**src/accel_defines.svh**
```systemverilog
`ifndef ACCEL_DEFINES_SVH
`define ACCEL_DEFINES_SVH

// Core bus widths
`define ACCEL_ADDR_WIDTH 32
`define ACCEL_DATA_WIDTH 32

// Id width of the accelerator peripheral port
`define ACCEL_ID_WIDTH 8

// Accelerator configuration window in the data address space
`define ACCEL_REGION_START 32'h0010_0000
`define ACCEL_REGION_SIZE 32'h0000_0400

`endif

```
**src/bus_pkg.sv**
```systemverilog
`default_nettype none

`include "accel_defines.svh"

package bus_pkg;

  // Byte address on the core data and instruction buses
  typedef logic [`ACCEL_ADDR_WIDTH-1:0] addr_t;

  // Read or write data word
  typedef logic [`ACCEL_DATA_WIDTH-1:0] data_t;

  // One enable per data byte
  typedef logic [`ACCEL_DATA_WIDTH/8-1:0] be_t;

  // Transaction id on the peripheral port
  typedef logic [`ACCEL_ID_WIDTH-1:0] id_t;

endpackage

`default_nettype wire

```
**src/addr_map_pkg.sv**
```systemverilog
`default_nettype none

package addr_map_pkg;

  // Demux target index
  typedef logic [0:0] target_sel_t;

  // Default target for anything outside the accelerator window
  localparam target_sel_t TARGET_EXT = 1'b0;
  // Accelerator configuration port
  localparam target_sel_t TARGET_CFG = 1'b1;

  // One transaction in flight at most
  typedef enum logic {
    DEMUX_IDLE,
    DEMUX_WAIT_RSP
  } demux_state_e;

endpackage

`default_nettype wire

```
**src/obi_cut.sv**
```systemverilog
`timescale 1ns/1ps
`default_nettype none

module obi_cut #(
  parameter int unsigned PayloadWidth = 32
) (
  input  logic                    clk_i,
  input  logic                    rst_ni,
  // Upstream side, facing the requester
  input  logic                    sbr_req_i,
  input  logic [PayloadWidth-1:0] sbr_payload_i,
  output logic                    sbr_gnt_o,
  output logic                    sbr_rvalid_o,
  output bus_pkg::data_t          sbr_rdata_o,
  // Downstream side, facing the target
  output logic                    mgr_req_o,
  output logic [PayloadWidth-1:0] mgr_payload_o,
  input  logic                    mgr_gnt_i,
  input  logic                    mgr_rvalid_i,
  input  bus_pkg::data_t          mgr_rdata_i
);
  import bus_pkg::*;

  logic                    req_valid_q;
  logic [PayloadWidth-1:0] payload_q;
  logic                    rsp_valid_q;
  data_t                   rsp_data_q;
  logic                    accept;

  // Slot is free when empty or when it drains this cycle
  assign sbr_gnt_o = ~req_valid_q | mgr_gnt_i;
  assign accept    = sbr_req_i & sbr_gnt_o;

  always_ff @(posedge clk_i or negedge rst_ni) begin
    if (!rst_ni) begin
      req_valid_q <= 1'b0;
    end else if (accept) begin
      req_valid_q <= 1'b1;
    end else if (req_valid_q && mgr_gnt_i) begin
      req_valid_q <= 1'b0;
    end
  end

  always_ff @(posedge clk_i) begin
    if (accept) begin
      payload_q <= sbr_payload_i;
    end
  end

  assign mgr_req_o     = req_valid_q;
  assign mgr_payload_o = payload_q;

  // Response path is a plain one-cycle delay
  always_ff @(posedge clk_i or negedge rst_ni) begin
    if (!rst_ni) begin
      rsp_valid_q <= 1'b0;
    end else begin
      rsp_valid_q <= mgr_rvalid_i;
    end
  end

  always_ff @(posedge clk_i) begin
    if (mgr_rvalid_i) begin
      rsp_data_q <= mgr_rdata_i;
    end
  end

  assign sbr_rvalid_o = rsp_valid_q;
  assign sbr_rdata_o  = rsp_data_q;

endmodule

`default_nettype wire

```
**src/data_demux.sv**
```systemverilog
`timescale 1ns/1ps
`default_nettype none

`include "accel_defines.svh"

module data_demux (
  input  logic           clk_i,
  input  logic           rst_ni,
  // Core data port
  input  logic           core_req_i,
  input  logic           core_we_i,
  input  bus_pkg::be_t   core_be_i,
  input  bus_pkg::addr_t core_addr_i,
  input  bus_pkg::data_t core_wdata_i,
  output logic           core_gnt_o,
  output logic           core_rvalid_o,
  output bus_pkg::data_t core_rdata_o,
  // External target
  output logic           ext_req_o,
  output logic           ext_we_o,
  output bus_pkg::be_t   ext_be_o,
  output bus_pkg::addr_t ext_addr_o,
  output bus_pkg::data_t ext_wdata_o,
  input  logic           ext_gnt_i,
  input  logic           ext_rvalid_i,
  input  bus_pkg::data_t ext_rdata_i,
  // Configuration target
  output logic           cfg_req_o,
  output logic           cfg_we_o,
  output bus_pkg::be_t   cfg_be_o,
  output bus_pkg::addr_t cfg_addr_o,
  output bus_pkg::data_t cfg_wdata_o,
  input  logic           cfg_gnt_i,
  input  logic           cfg_rvalid_i,
  input  bus_pkg::data_t cfg_rdata_i
);
  import bus_pkg::*;
  import addr_map_pkg::*;

  localparam addr_t RegionStart = addr_t'(`ACCEL_REGION_START);
  localparam addr_t RegionEnd   = addr_t'(`ACCEL_REGION_START + `ACCEL_REGION_SIZE);

  demux_state_e state_q;
  target_sel_t  sel_q;
  target_sel_t  dec_sel;
  logic         idle;
  logic         dec_gnt;
  logic         sel_rvalid;

  // Three rules, only the middle one hits the accelerator
  always_comb begin
    if (core_addr_i < RegionStart) begin
      dec_sel = TARGET_EXT;
    end else if (core_addr_i < RegionEnd) begin
      dec_sel = TARGET_CFG;
    end else begin
      dec_sel = TARGET_EXT;
    end
  end

  assign idle = (state_q == DEMUX_IDLE);

  // Requests only leave while nothing is outstanding
  assign ext_req_o = idle & core_req_i & (dec_sel == TARGET_EXT);
  assign cfg_req_o = idle & core_req_i & (dec_sel == TARGET_CFG);

  // Payload fans out to both sides, req qualifies it
  assign ext_we_o    = core_we_i;
  assign ext_be_o    = core_be_i;
  assign ext_addr_o  = core_addr_i;
  assign ext_wdata_o = core_wdata_i;
  assign cfg_we_o    = core_we_i;
  assign cfg_be_o    = core_be_i;
  assign cfg_addr_o  = core_addr_i;
  assign cfg_wdata_o = core_wdata_i;

  assign dec_gnt    = (dec_sel == TARGET_CFG) ? cfg_gnt_i : ext_gnt_i;
  assign core_gnt_o = idle & core_req_i & dec_gnt;

  // Response steered back from the target that took the request
  assign sel_rvalid    = (sel_q == TARGET_CFG) ? cfg_rvalid_i : ext_rvalid_i;
  assign core_rvalid_o = (state_q == DEMUX_WAIT_RSP) & sel_rvalid;
  assign core_rdata_o  = (sel_q == TARGET_CFG) ? cfg_rdata_i : ext_rdata_i;

  always_ff @(posedge clk_i or negedge rst_ni) begin
    if (!rst_ni) begin
      state_q <= DEMUX_IDLE;
      sel_q   <= TARGET_EXT;
    end else begin
      case (state_q)
        DEMUX_IDLE: begin
          if (core_gnt_o) begin
            sel_q   <= dec_sel;
            state_q <= DEMUX_WAIT_RSP;
          end
        end
        DEMUX_WAIT_RSP: begin
          if (core_rvalid_o) begin
            state_q <= DEMUX_IDLE;
          end
        end
        default: state_q <= DEMUX_IDLE;
      endcase
    end
  end

endmodule

`default_nettype wire

```
**src/accel_complex.sv**
```systemverilog
`timescale 1ns/1ps
`default_nettype none

module accel_complex (
  input  logic           clk_i,
  input  logic           rst_ni,
  // Core data port
  input  logic           core_data_req_i,
  input  logic           core_data_we_i,
  input  bus_pkg::be_t   core_data_be_i,
  input  bus_pkg::addr_t core_data_addr_i,
  input  bus_pkg::data_t core_data_wdata_i,
  output logic           core_data_gnt_o,
  output logic           core_data_rvalid_o,
  output bus_pkg::data_t core_data_rdata_o,
  // Core instruction port
  input  logic           core_inst_req_i,
  input  bus_pkg::addr_t core_inst_addr_i,
  output logic           core_inst_gnt_o,
  output logic           core_inst_rvalid_o,
  output bus_pkg::data_t core_inst_rdata_o,
  // External data port
  output logic           ext_data_req_o,
  output logic           ext_data_we_o,
  output bus_pkg::be_t   ext_data_be_o,
  output bus_pkg::addr_t ext_data_addr_o,
  output bus_pkg::data_t ext_data_wdata_o,
  input  logic           ext_data_gnt_i,
  input  logic           ext_data_rvalid_i,
  input  bus_pkg::data_t ext_data_rdata_i,
  // External instruction port
  output logic           ext_inst_req_o,
  output bus_pkg::addr_t ext_inst_addr_o,
  input  logic           ext_inst_gnt_i,
  input  logic           ext_inst_rvalid_i,
  input  bus_pkg::data_t ext_inst_rdata_i,
  // Accelerator configuration port
  output logic           periph_req_o,
  output bus_pkg::addr_t periph_add_o,
  output logic           periph_wen_o,
  output bus_pkg::be_t   periph_be_o,
  output bus_pkg::data_t periph_data_o,
  output bus_pkg::id_t   periph_id_o,
  input  logic           periph_gnt_i,
  input  logic           periph_r_valid_i,
  input  bus_pkg::data_t periph_r_data_i
);
  import bus_pkg::*;

  // Data cut carries we, be, addr and wdata
  localparam int unsigned DataPayloadWidth = 1 + $bits(be_t) + $bits(addr_t) + $bits(data_t);
  localparam int unsigned InstPayloadWidth = $bits(addr_t);

  logic                        dmx_ext_req;
  logic                        dmx_ext_we;
  be_t                         dmx_ext_be;
  addr_t                       dmx_ext_addr;
  data_t                       dmx_ext_wdata;
  logic                        dmx_ext_gnt;
  logic                        dmx_ext_rvalid;
  data_t                       dmx_ext_rdata;
  logic                        cfg_we;
  logic [DataPayloadWidth-1:0] data_payload_up;
  logic [DataPayloadWidth-1:0] data_payload_down;

  data_demux u_data_demux (
    .clk_i         (clk_i),
    .rst_ni        (rst_ni),
    .core_req_i    (core_data_req_i),
    .core_we_i     (core_data_we_i),
    .core_be_i     (core_data_be_i),
    .core_addr_i   (core_data_addr_i),
    .core_wdata_i  (core_data_wdata_i),
    .core_gnt_o    (core_data_gnt_o),
    .core_rvalid_o (core_data_rvalid_o),
    .core_rdata_o  (core_data_rdata_o),
    .ext_req_o     (dmx_ext_req),
    .ext_we_o      (dmx_ext_we),
    .ext_be_o      (dmx_ext_be),
    .ext_addr_o    (dmx_ext_addr),
    .ext_wdata_o   (dmx_ext_wdata),
    .ext_gnt_i     (dmx_ext_gnt),
    .ext_rvalid_i  (dmx_ext_rvalid),
    .ext_rdata_i   (dmx_ext_rdata),
    .cfg_req_o     (periph_req_o),
    .cfg_we_o      (cfg_we),
    .cfg_be_o      (periph_be_o),
    .cfg_addr_o    (periph_add_o),
    .cfg_wdata_o   (periph_data_o),
    .cfg_gnt_i     (periph_gnt_i),
    .cfg_rvalid_i  (periph_r_valid_i),
    .cfg_rdata_i   (periph_r_data_i)
  );

  // Peripheral convention has wen high for reads
  assign periph_wen_o = ~cfg_we;
  assign periph_id_o  = '0;

  assign data_payload_up = {dmx_ext_we, dmx_ext_be, dmx_ext_addr, dmx_ext_wdata};
  assign {ext_data_we_o, ext_data_be_o, ext_data_addr_o, ext_data_wdata_o} = data_payload_down;

  obi_cut #(
    .PayloadWidth (DataPayloadWidth)
  ) u_data_cut (
    .clk_i         (clk_i),
    .rst_ni        (rst_ni),
    .sbr_req_i     (dmx_ext_req),
    .sbr_payload_i (data_payload_up),
    .sbr_gnt_o     (dmx_ext_gnt),
    .sbr_rvalid_o  (dmx_ext_rvalid),
    .sbr_rdata_o   (dmx_ext_rdata),
    .mgr_req_o     (ext_data_req_o),
    .mgr_payload_o (data_payload_down),
    .mgr_gnt_i     (ext_data_gnt_i),
    .mgr_rvalid_i  (ext_data_rvalid_i),
    .mgr_rdata_i   (ext_data_rdata_i)
  );

  // Fetch path has only the address as payload
  obi_cut #(
    .PayloadWidth (InstPayloadWidth)
  ) u_inst_cut (
    .clk_i         (clk_i),
    .rst_ni        (rst_ni),
    .sbr_req_i     (core_inst_req_i),
    .sbr_payload_i (core_inst_addr_i),
    .sbr_gnt_o     (core_inst_gnt_o),
    .sbr_rvalid_o  (core_inst_rvalid_o),
    .sbr_rdata_o   (core_inst_rdata_o),
    .mgr_req_o     (ext_inst_req_o),
    .mgr_payload_o (ext_inst_addr_o),
    .mgr_gnt_i     (ext_inst_gnt_i),
    .mgr_rvalid_i  (ext_inst_rvalid_i),
    .mgr_rdata_i   (ext_inst_rdata_i)
  );

endmodule

`default_nettype wire

```
**config.mk**
```make
export PLATFORM = sky130hd
export DESIGN_NAME = accel_complex
export DESIGN_NICKNAME = d
export VERILOG_FILES = /design/src/bus_pkg.sv /design/src/addr_map_pkg.sv /design/src/obi_cut.sv /design/src/data_demux.sv /design/src/accel_complex.sv
export VERILOG_INCLUDE_DIRS = /design/src /design/src/src
export SDC_FILE = /design/constraint.sdc
export NUM_CORES = 1
export LEC_CHECK = 0
export ABC_AREA = 1
export BUFFER_PORTS_ARGS = -buffer_cell sky130_fd_sc_hd__buf_2
export CORE_AREA = 2 2 179 181
export CTS_BUF_LIST = sky130_fd_sc_hd__clkbuf_4
export DETAILED_ROUTE_END_ITERATION = 10
export DIE_AREA = 0 0 181 183
export HOLD_SLACK_MARGIN = 0.06
export SYNTH_ARGS = -nofsm -noshare
export SYNTH_HDL_FRONTEND = slang
export SYNTH_SLANG_ARGS = --single-unit
```
**constraint.sdc**
```tcl
create_clock -name clk_i -period 3 [get_ports clk_i]
set_input_delay 0.15 -clock clk_i [delete_from_list [all_inputs] [get_ports clk_i]]
set_output_delay 0.15 -clock clk_i [all_outputs]
set_load 0.1 [all_outputs]
```
==> results of run 1 <==
path summary, 6_finish.rpt:
check                                                       from                                      to  slack [ps]  cells past startpoint
worst max-delay path              u_data_demux.sel_q$_DFFE_PN0P_                   core_data_rdata_o[22]         420                      4
worst min-delay path                              ext_inst_gnt_i  u_inst_cut.mgr_payload_o[23]$_DFFE_PP_         220                      3
worst max register to register    u_data_demux.state_q$_DFF_PN0_          u_data_demux.state_q$_DFF_PN0_         930                      7
worst min register to register  u_inst_cut.mgr_req_o$_DFFE_PN0P_  u_inst_cut.mgr_payload_o[23]$_DFFE_PP_         880                      1
max in group asynchronous                                 rst_ni        u_inst_cut.mgr_req_o$_DFFE_PN0P_        2100                      3
min in group asynchronous                                 rst_ni          u_data_demux.sel_q$_DFFE_PN0P_         570                      3
kinds of logic (layout without fill, tap and decap cells):
logic type	count (synthesis)	in the layout	synth area share
flip-flops	171	171	0.8013
other	1	11	0.0005886
buffers and inverters	101	676	0.1057
multiplexers	1	1	0.001571
AO/OA/AOI/OAI	2	2	0.002160
AND/OR/NAND/NOR	144	144	0.08877
registers in the layout, indices dropped and copies added, names as in the netlist:
name,count
u_inst_cut.sbr_rdata_o,32
u_data_cut.mgr_payload_o,69
u_inst_cut.mgr_payload_o,32
u_data_demux.sel_q,1
u_data_cut.sbr_rvalid_o,1
u_inst_cut.sbr_rvalid_o,1
u_inst_cut.mgr_req_o,1
u_data_cut.sbr_rdata_o,32
u_data_cut.mgr_req_o,1
u_data_demux.state_q,1
metrics by stage:
step,instance area (µm²),utilization,setup WS [ps],std cells,total power (W)
2_1_floorplan,6397,-,62.55,427,0.005033
3_3_place_gp,8572,0.2745,1048,1195,0.005451
3_5_place_dp,8572,0.2745,989.2,1195,0.005463
4_1_cts,10600,0.3394,340.1,1404,0.006960
5_1_grt,10610,0.3396,142.9,1406,0.007147
6_report,10610,0.3397,423.7,1407,0.006872
Yosys cell counts:
cell / number / area share
buf_4: 76 / 0.090
nor2_2: 3 / 0.0029
nand4_1: 1 / 0.00098
nand3_2: 2 / 0.0031
a21oi_1: 1 / 0.00078
inv_1: 14 / 0.0082
dfrtp_1: 6 / 0.024
conb_1: 1 / 0.00059
nor2_1: 22 / 0.013
a21oi_2: 1 / 0.0014
edfxtp_1: 165 / 0.78
mux2i_1: 1 / 0.0016
nand3_1: 2 / 0.0016
nand2_1: 114 / 0.067
inv_2: 4 / 0.0024
buf_2: 7 / 0.0055
worst min-delay path, cell delays in order:
cell and delay [ps]:
buf_2 90, inv_1 100, a21oi_4 240
per-layer routing:
| layer | vias to the layer above | global-route usage | part of all wire |
|---|---|---|---|
| met3 | 26 | 0.04587 | 0.071 |
| met2 | 295 | 0.2352 | 0.52 |
| li1 | 2486 | - | - |
| met4 | 0 | 0.05431 | 0.022 |
| met1 | 2491 | 0.1403 | 0.39 |
| met5 | - | 0 | 0 |
power groups by stage:
stage | combinational [W] | clock, W | sequential [W]
global placement | 0.00247 | 0 | 0.00298
detailed placement | 0.00248 | 0 | 0.00298
finish | 0.00267 | 0.00128 | 0.00293
CTS | 0.00267 | 0.00136 | 0.00293
global route | 0.00274 | 0.00146 | 0.00295
floorplan | 0.000897 | 0 | 0.00414
what timing repair did:
item                       4_1_cts  5_1_grt
setup endpoints to repair        0        0
hold buffers                   177        0
hold endpoints to repair       209        0
cell type report:
type | instances | area (µm²) | area share
timing repair buffer | 626 | 4036 | 0.3805
clock buffer | 18 | 135.1 | 0.01274
tap | 402 | 503.0 | 0.04742
multi-input combinational | 155 | 630.6 | 0.05945
sequential | 171 | 5105 | 0.4812
clock inverter | 14 | 121.4 | 0.01144
inverter | 18 | 68.82 | 0.006487
antenna | 3 | 7.507 | 0.0007077
==> impl_metrics.toml, run 1 <==
[run_status]
run_status = "finished, final reports clean"

[clock_tree]
tritoncts_clock_tree = "built"
cts_buffer_depth = 2
clock_latency_reported_for_the_late_side_of_the_worst_skew_pair_ps = 590
root_buffer_master = "clkbuf_4"
h_tree_depth = 4
post_cts_buffers = 0
post_cts_resize_count = 0
cts-buffers-inserted = 17
worst_setup_hold_path_clk_slew_ps = 140
cts_num_sinks = 171

[drt]
first_pass_iters = 4
postRouteWirelength_um = 22150
post_drt_via_cell_ratio = 3.765
detail_route.drc_violations = 0
dr_total_vias = 5298
routed_wire_length_per_instance_um = 15.74
antenna_violation_net_count_after_detailed_routing = 0
drtIter0Drc = 205

[global_routing]
globalRoute.totalOverflow = 0
antenna_found_initial = 1
grt_pass1_wl_um = 31840
grt_start_max_net_pins = 58
number_of_global_route_vias_before_repair = 5609
grt_util_all_layers = 0.1309

[yosys]
synth.lib_cells_used.distinct = 16
seq_area_frac_synth = 0.8013
ys_seq_elements = 171
yosysWarnings = 0
synthesis.instances = 420
netlist_area_before_placement_um2 = 6371
synth_area_per_cell_um2 = 15.17

[place]
gp_congestion = 0.8180
dp.final_hpwl_um = 15640
io_buffers = 447

[floorplan]
num_rows = 65
die-area_um2 = 33120
die_w_um = 181
die_height_um = 183
initial_utilization = 0.2040
core_region_area_um2 = 31230
boundaryPins = 456

[pwr]
maximum_resistive_drop_on_vdd_mv = 0.4372
p_sw_w = 0.003137
power_leakage_nw = 4.770
power.share.clock = 0.186
switching_share = 0.4565
sequential_share_of_power = 0.426
power_dens_cells_nw_per_um2 = 647.8
intPower_w = 0.003735
combinationalPowerShare = 0.388

[sta]
skew_ps = 14.57
period_minus_slack_ps = 2576
grt_setup_unrepaired = "no"
setup-tns-final_ps = 0
worst-slew-pin-transition_ps = 1006
fmax_mhz = 388.2
whs_ps = 218.2
setup-violations-final = 0
headroom_to_the_max_slew_limit = 0.3281
timing_max_transition_violations_final = 0
timing_hold_violations_final = 0
final_worst_path_period_share = 0.8588

[layout]
area.growth.synth_to_final_pct = 66.50
final_layout_size_suffix_gt1_frac = 0.4900
layout_common_cells = "buf_2 (447), dlygate4sd3_1 (177), edfxtp_1 (165)"
fillers = 3128
num-nets-final = 1196
layout_commonest_cell = "buf_2"

[job]
max_cap_viol_count = 0

[hold_path]
hold_path.class = "in2reg"

[critical_path]
critical-path-top-delay-family = "buffers and inverters"
crit_top_cell = "nand2_1"
cp_cell_sequence = "inv_2 > nand2_1 > nand2_1 > buf_2"
critical_path_class = "reg2out"
timing.critical_path.from_type = "flop"
cp.required_ps = 2850
path_buf_inv = 2
worst-endpoint-arrival_ps = 2430
cp_slowest_stage_delay_ps = 640
critical_path.max_fanout = 33
critPathCaptureType = "output port"
cpMaxStageDelayCell = "dfrtp_1"
(Power assumes the default switching activity.)
==> run 2: changes to the inputs <==
--- a/config.mk
+++ b/config.mk
@@ -8,10 +8,10 @@
 export LEC_CHECK = 0
 export ABC_AREA = 1
 export BUFFER_PORTS_ARGS = -buffer_cell sky130_fd_sc_hd__buf_2
-export CORE_AREA = 2 2 179 181
+export CORE_AREA = 10 10 168 170
 export CTS_BUF_LIST = sky130_fd_sc_hd__clkbuf_4
 export DETAILED_ROUTE_END_ITERATION = 10
-export DIE_AREA = 0 0 181 183
+export DIE_AREA = 0 0 178 180
 export HOLD_SLACK_MARGIN = 0.06
 export SYNTH_ARGS = -nofsm -noshare
 export SYNTH_HDL_FRONTEND = slang
==> constraint.sdc (replaced) <==
create_clock -name clk_i -period 3 [get_ports clk_i]
set_input_delay 0.6 -clock clk_i [delete_from_list [all_inputs] [get_ports clk_i]]
set_output_delay 0.6 -clock clk_i [all_outputs]
set_load 0.1 [all_outputs]
==> run 2 against run 1 <==
  * Worst hold slack worse by 2.8 ps
  * Largest power group unchanged
  * Critical endpoint is now core_data_rdata_o[20]
  * Global-route usage up 0.33 points
  * Utilization up 1.4 points
==> impl_metrics.toml, run 2 (same netlist as run 1, synthesis figures left out) <==
[run_status]
run_status = "finished, final reports clean"

[drt]
routed_wire_length_per_instance_um = 19.32
detail_route.drc_violations = 0
post_drt_via_cell_ratio = 3.942
postRouteWirelength_um = 22490
antenna_violation_net_count_after_detailed_routing = 0
first_pass_iters = 4
drtIter0Drc = 253
dr_total_vias = 4589

[clock_tree]
cts_buffer_depth = 2
cts-buffers-inserted = 17
root_buffer_master = "clkbuf_4"
h_tree_depth = 4
post_cts_resize_count = 0
worst_setup_hold_path_clk_slew_ps = 170
cts_num_sinks = 171
tritoncts_clock_tree = "built"
clock_latency_reported_for_the_late_side_of_the_worst_skew_pair_ps = 540
post_cts_buffers = 0

[floorplan]
num_rows = 58
core_region_area_um2 = 24890
die_w_um = 178
initial_utilization = 0.2560
boundaryPins = 456
die-area_um2 = 32040
die_height_um = 180

[sta]
worst-slew-pin-transition_ps = 736.5
final_worst_path_period_share = 0.8994
headroom_to_the_max_slew_limit = 0.5090
timing_max_transition_violations_final = 0
timing_hold_violations_final = 0
fmax_mhz = 370.6
grt_setup_unrepaired = "no"
period_minus_slack_ps = 2698
setup-violations-final = 0
skew_ps = 25.38
setup-tns-final_ps = 0

[critical_path]
crit_top_cell = "nand2_1"
worst-endpoint-arrival_ps = 2100
critPathCaptureType = "output port"
cp_cell_sequence = "inv_2 > nand2_1 > nand2_1 > buf_2"
timing.critical_path.from_type = "flop"
cp.required_ps = 2400
critical_path.max_fanout = 33
worstRegToRegCells = 6
cp_slowest_stage_delay_ps = 430
cpMaxStageDelayCell = "dfrtp_1"
critical_path_class = "reg2out"

[place]
gp_congestion = 0.8689
post-place-cells = 1129
io_buffers = 447
dp.final_hpwl_um = 18600

[layout]
final_layout_size_suffix_gt1_frac = 0.5974
area.growth.synth_to_final_pct = 38.30
flip_flop_count_of_the_largest_register_all_copies_and_words_added = 69
layout_common_cells = "buf_2 (445), edfxtp_1 (165), nand2_1 (114)"
fillers = 2500
layout_commonest_cell = "buf_2"
num-nets-final = 1026
layoutNonFillerInstCount = 1164

[global_routing]
antenna_found_initial = 3
globalRoute.totalOverflow = 0
grt_start_max_net_pins = 34
grt_pass1_wl_um = 31930
number_of_global_route_vias_before_repair = 5028
grt_util_all_layers = 0.1342

[pwr]
maximum_resistive_drop_on_vdd_mv = 0.3317
power_dens_cells_nw_per_um2 = 760.9
power_leakage_nw = 4.070

[hold_path]
whs_path_depth = 1
hold_path.class = "in2reg"

[job]
max_cap_viol_count = 0
==> run 2: cell types whose count changed in the layout (fill, tap and decap cells not counted), sizes merged <==
cell,previous run,this run
inv,21,27
clkinv,8,3
dlygate4sd3,177,1
diode,3,2
buf,449,455
bufinv,1,0
==> run 2: final timing paths <==
path / from / to / slack (ps)
setup / recovery: u_data_demux.sel_q$_DFFE_PN0P_ / core_data_rdata_o[20] / 300
hold / removal: ext_inst_rdata_i[28] / u_inst_cut.sbr_rdata_o[28]$_DFFE_PP_ / 220
setup reg to reg: u_data_cut.mgr_req_o$_DFFE_PN0P_ / u_data_cut.mgr_payload_o[15]$_DFFE_PP_ / 1280
hold reg to reg: u_data_demux.state_q$_DFF_PN0_ / u_data_demux.state_q$_DFF_PN0_ / 550
max in group asynchronous: rst_ni / u_inst_cut.mgr_req_o$_DFFE_PN0P_ / 2340
min in group asynchronous: rst_ni / u_data_demux.state_q$_DFF_PN0_ / 470
==> run 2: area by class of cell <==
| class | count | area [µm²] | share of cell area |
|---|---|---|---|
| Sequential cell | 171 | 5105 | 0.5794 |
| Timing Repair Buffer | 456 | 2325 | 0.2638 |
| Multi-Input combinational cell | 155 | 630.6 | 0.07157 |
| Tap cell | 330 | 412.9 | 0.04686 |
| Clock buffer | 18 | 135.1 | 0.01534 |
| Clock inverter | 14 | 130.1 | 0.01477 |
| Inverter | 18 | 67.56 | 0.007668 |
| Antenna cell | 2 | 5.005 | 0.0005680 |
==> run 2: layer usage <==
| layer | global-route usage | vias to the layer above | part of all wire |
|---|---|---|---|
| li1 | - | 2147 | - |
| met4 | 0.04069 | 0 | 0.015 |
| met3 | 0.05197 | 15 | 0.095 |
| met2 | 0.2393 | 259 | 0.52 |
| met1 | 0.1419 | 2168 | 0.37 |
| met5 | 0 | - | 0 |
==> run 2: worst max-delay path, delay by kind of cell (launching register included) <==
family | cells | cell delay (ps)
flops | 1 | 430
simple gates | 2 | 280
buf+inv | 2 | 850
==> run 2: through the flow <==
| step | utilization | area [µm²] | power, W | hold WS, ps | setup WS (ps) |
|---|---|---|---|---|---|
| after global placement | 0.3427 | 8531 | 0.005482 | 471.7 | 406.7 |
| after global routing | 0.3540 | 8811 | 0.006986 | 114.6 | 27.14 |
| final | 0.3540 | 8811 | 0.006704 | 215.4 | 301.8 |
| after CTS | 0.3538 | 8806 | 0.006821 | 133.0 | 170.8 |
| after floorplan | - | 6397 | 0.005033 | 304.4 | 62.55 |
| after detailed placement | 0.3427 | 8531 | 0.005500 | 474.6 | 384.6 |
==> run 2: power breakdown <==
group / switching [W] / total [W] / internal, W / leakage (nW)
combinational: 0.00219 / 0.00250 / 0.000302 / 2.28
clock: 0.000907 / 0.00128 / 0.000376 / 0.141
sequential: 0.0000582 / 0.00292 / 0.00287 / 1.65
total: 0.00316 / 0.00670 / 0.00354 / 4.07
==> run 2: repair_timing <==
item                                   in CTS  in global routing
hold buffers                                1                  0
endpoints found under the hold margin       6                  0
setup endpoints to repair                   0                  0
==> run 3: changes to the inputs <==
--- a/config.mk
+++ b/config.mk
@@ -8,11 +8,12 @@
 export LEC_CHECK = 0
 export ABC_AREA = 1
 export BUFFER_PORTS_ARGS = -buffer_cell sky130_fd_sc_hd__buf_2
-export CORE_AREA = 10 10 168 170
+export CORE_AREA = 10 10 167 169
 export CTS_BUF_LIST = sky130_fd_sc_hd__clkbuf_4
 export DETAILED_ROUTE_END_ITERATION = 10
-export DIE_AREA = 0 0 178 180
+export DIE_AREA = 0 0 177 179
 export HOLD_SLACK_MARGIN = 0.06
+export PLACE_DENSITY = 0.55
 export SYNTH_ARGS = -nofsm -noshare
 export SYNTH_HDL_FRONTEND = slang
 export SYNTH_SLANG_ARGS = --single-unit
==> constraint.sdc (replaced) <==
create_clock -name clk_i -period 3.3 [get_ports clk_i]
set_input_delay 0.66 -clock clk_i [delete_from_list [all_inputs] [get_ports clk_i]]
set_output_delay 0.66 -clock clk_i [all_outputs]
set_load 0.1 [all_outputs]
==> run 3 against run 2 <==
  * Clock skew down 7.0 ps
  * Non-clock buffer count down 5
  * Sequential cell count unchanged
  * Register-to-register slack better by 320 ps
  * Utilization up 0.051 points
  * Combinational power down 10%
  * Largest cell class unchanged
  * Cell count down 0.52%
  * Clock-buffer cell count unchanged
  * Clock power down 8%
==> impl_metrics.toml, run 3 (same netlist as run 1, synthesis figures left out) <==
[run_status]
run_status = "finished, final reports clean"

[critical_path]
worst-endpoint-arrival_ps = 2040
cp_slowest_stage_delay_ps = 440
cp_cell_sequence = "inv_2 > nand2_1 > nand2_1 > buf_2"
timing.critical_path.from = "u_data_demux.sel_q$_DFFE_PN0P_"
critical-path-top-delay-family = "buffers and inverters"
crit_top_cell = "nand2_1"
regToRegStartpoint = "u_data_demux.state_q$_DFF_PN0_"
cp.required_ps = 2640
critPathCaptureType = "output port"
cpMaxStageDelayCell = "buf_2"
path_buf_inv = 2
critical_path_class = "reg2out"
critical_path.max_fanout = 33
timing.critical_path.from_type = "flop"

[global_routing]
met3_usage = 0.05918
globalRoute.totalOverflow = 0
grt_pass1_wl_um = 31020
number_of_global_route_vias_before_repair = 5003
grt_start_max_net_pins = 42
grt_util_all_layers = 0.1327
use_met2 = 0.2344
global_routing_s_busiest_layer = "met2"
grt_util_met1 = 0.1410
antenna_found_initial = 2

[sta]
timing_max_transition_violations_final = 0
fmax_mhz = 370.3
headroom_to_the_max_slew_limit = 0.3204
whs_ps = 281.0
skew_ps = 18.36
grt_setup_unrepaired = "no"
worst-slew-pin-transition_ps = 1017
setup-tns-final_ps = 0
final_worst_path_period_share = 0.8182
period_minus_slack_ps = 2700
setup-violations-final = 0
timing_hold_violations_final = 0

[drt]
first_pass_iters = 4
drtIter0Drc = 254
antenna_violation_net_count_after_detailed_routing = 0
postRouteWirelength_um = 22190
post_drt_via_cell_ratio = 3.886
detail_route.drc_violations = 0
routed_wire_length_per_instance_um = 19.16
dr_total_vias = 4500

[clock_tree]
tritoncts_clock_tree = "built"
post_cts_resize_count = 0
cts_buffer_depth = 2
cts_num_sinks = 171
clock_latency_reported_for_the_late_side_of_the_worst_skew_pair_ps = 540
post_cts_buffers = 0
root_buffer_master = "clkbuf_4"
cts-buffers-inserted = 17
h_tree_depth = 4
worst_setup_hold_path_clk_slew_ps = 160

[layout]
area.growth.synth_to_final_pct = 37.69
final_layout_size_suffix_gt1_frac = 0.5956
num-nets-final = 1021
flip_flop_count_of_the_largest_register_all_copies_and_words_added = 69
layout_commonest_cell = "buf_2"
layout_common_cells = "buf_2 (447), edfxtp_1 (165), nand2_1 (114)"
fillers = 2508

[pwr]
power.share.clock = 0.194
power_leakage_nw = 4.046
sequential_share_of_power = 0.436
power_dens_cells_nw_per_um2 = 694.7
combinationalPowerShare = 0.370
maximum_resistive_drop_on_vdd_mv = 0.2694
switching_share = 0.4633
p_sw_w = 0.002823
intPower_w = 0.003271

[place]
gp_congestion = 0.8195
dp.final_hpwl_um = 18420
io_buffers = 447

[floorplan]
boundaryPins = 456
die_w_um = 177
die-area_um2 = 31680
die_height_um = 179
initial_utilization = 0.2575
num_rows = 58
core_region_area_um2 = 24750

[hold_path]
hold_start = "ext_inst_rdata_i[1]"
hold_path.class = "in2reg"

[job]
max_cap_viol_count = 0
==> run 3: cell count changes in the layout (fill, tap and decap cells not counted) <==
cell       delta
buf_2         +2
clkinv_4      +2
clkinv_1      -1
clkinv_8      -1
bufinv_16     +1
clkinv_2      +1
inv_8         -1
buf_4         -7
inv_6         -2
==> run 3: power groups by stage <==
stage	registers (W)	logic, W	clock network [W]
6_report	0.00266	0.00225	0.00118
5_1_grt	0.00268	0.00232	0.00136
4_1_cts	0.00266	0.00228	0.00125
3_5_place_dp	0.00271	0.00228	0
3_3_place_gp	0.00270	0.00228	0
2_1_floorplan	0.00376	0.000815	0
==> run 3: final cells by class <==
| class | count | area (µm²) | area share |
|---|---|---|---|
| Sequential cell | 171 | 5105 | 0.5819 |
| Timing Repair Buffer | 451 | 2282 | 0.2602 |
| Multi-Input combinational cell | 155 | 630.6 | 0.07189 |
| Tap cell | 330 | 412.9 | 0.04707 |
| Clock buffer | 18 | 135.1 | 0.01540 |
| Clock inverter | 13 | 133.9 | 0.01526 |
| Inverter | 18 | 67.56 | 0.007702 |
| Antenna cell | 2 | 5.005 | 0.0005705 |
==> run 3: through the flow <==
| stage | cells | setup WS [ps] | power (W) | util | area (µm²) |
|---|---|---|---|---|---|
| 2_1_floorplan | 427 | 359.3 | 0.004575 | - | 6397 |
| 3_3_place_gp | 1124 | 592.8 | 0.004979 | 0.3430 | 8488 |
| 3_5_place_dp | 1124 | 581.9 | 0.004987 | 0.3430 | 8488 |
| 4_1_cts | 1156 | 480.8 | 0.006192 | 0.3543 | 8767 |
| 5_1_grt | 1158 | 391.8 | 0.006356 | 0.3545 | 8772 |
| 6_report | 1158 | 599.8 | 0.006094 | 0.3545 | 8772 |
==> run 3: final timing paths <==
path                                                    endpoint  slack, ps  depth (start not counted)
max                                        core_data_rdata_o[17]        600                          4
min                          u_inst_cut.sbr_rdata_o[1]$_DFFE_PP_        280                          1
max reg2reg                u_data_cut.mgr_payload_o[9]$_DFFE_PP_       1600                          6
min reg2reg                       u_data_demux.state_q$_DFF_PN0_        550                          2
max in group asynchronous       u_data_cut.mgr_req_o$_DFFE_PN0P_       2630                          2
min in group asynchronous      u_inst_cut.sbr_rvalid_o$_DFF_PN0_        500                          2
==> run 3: layer usage <==
metal  up-vias  share of wire
li1       2132              -
met1      2096           0.37
met2       258           0.52
met3        12           0.10
met4         2          0.010
met5         -        0.00059
==> run 3: repair_timing <==
item,in CTS,in global routing
hold endpoints to repair,6,0
hold buffers,1,0
endpoints found under the setup margin,0,0
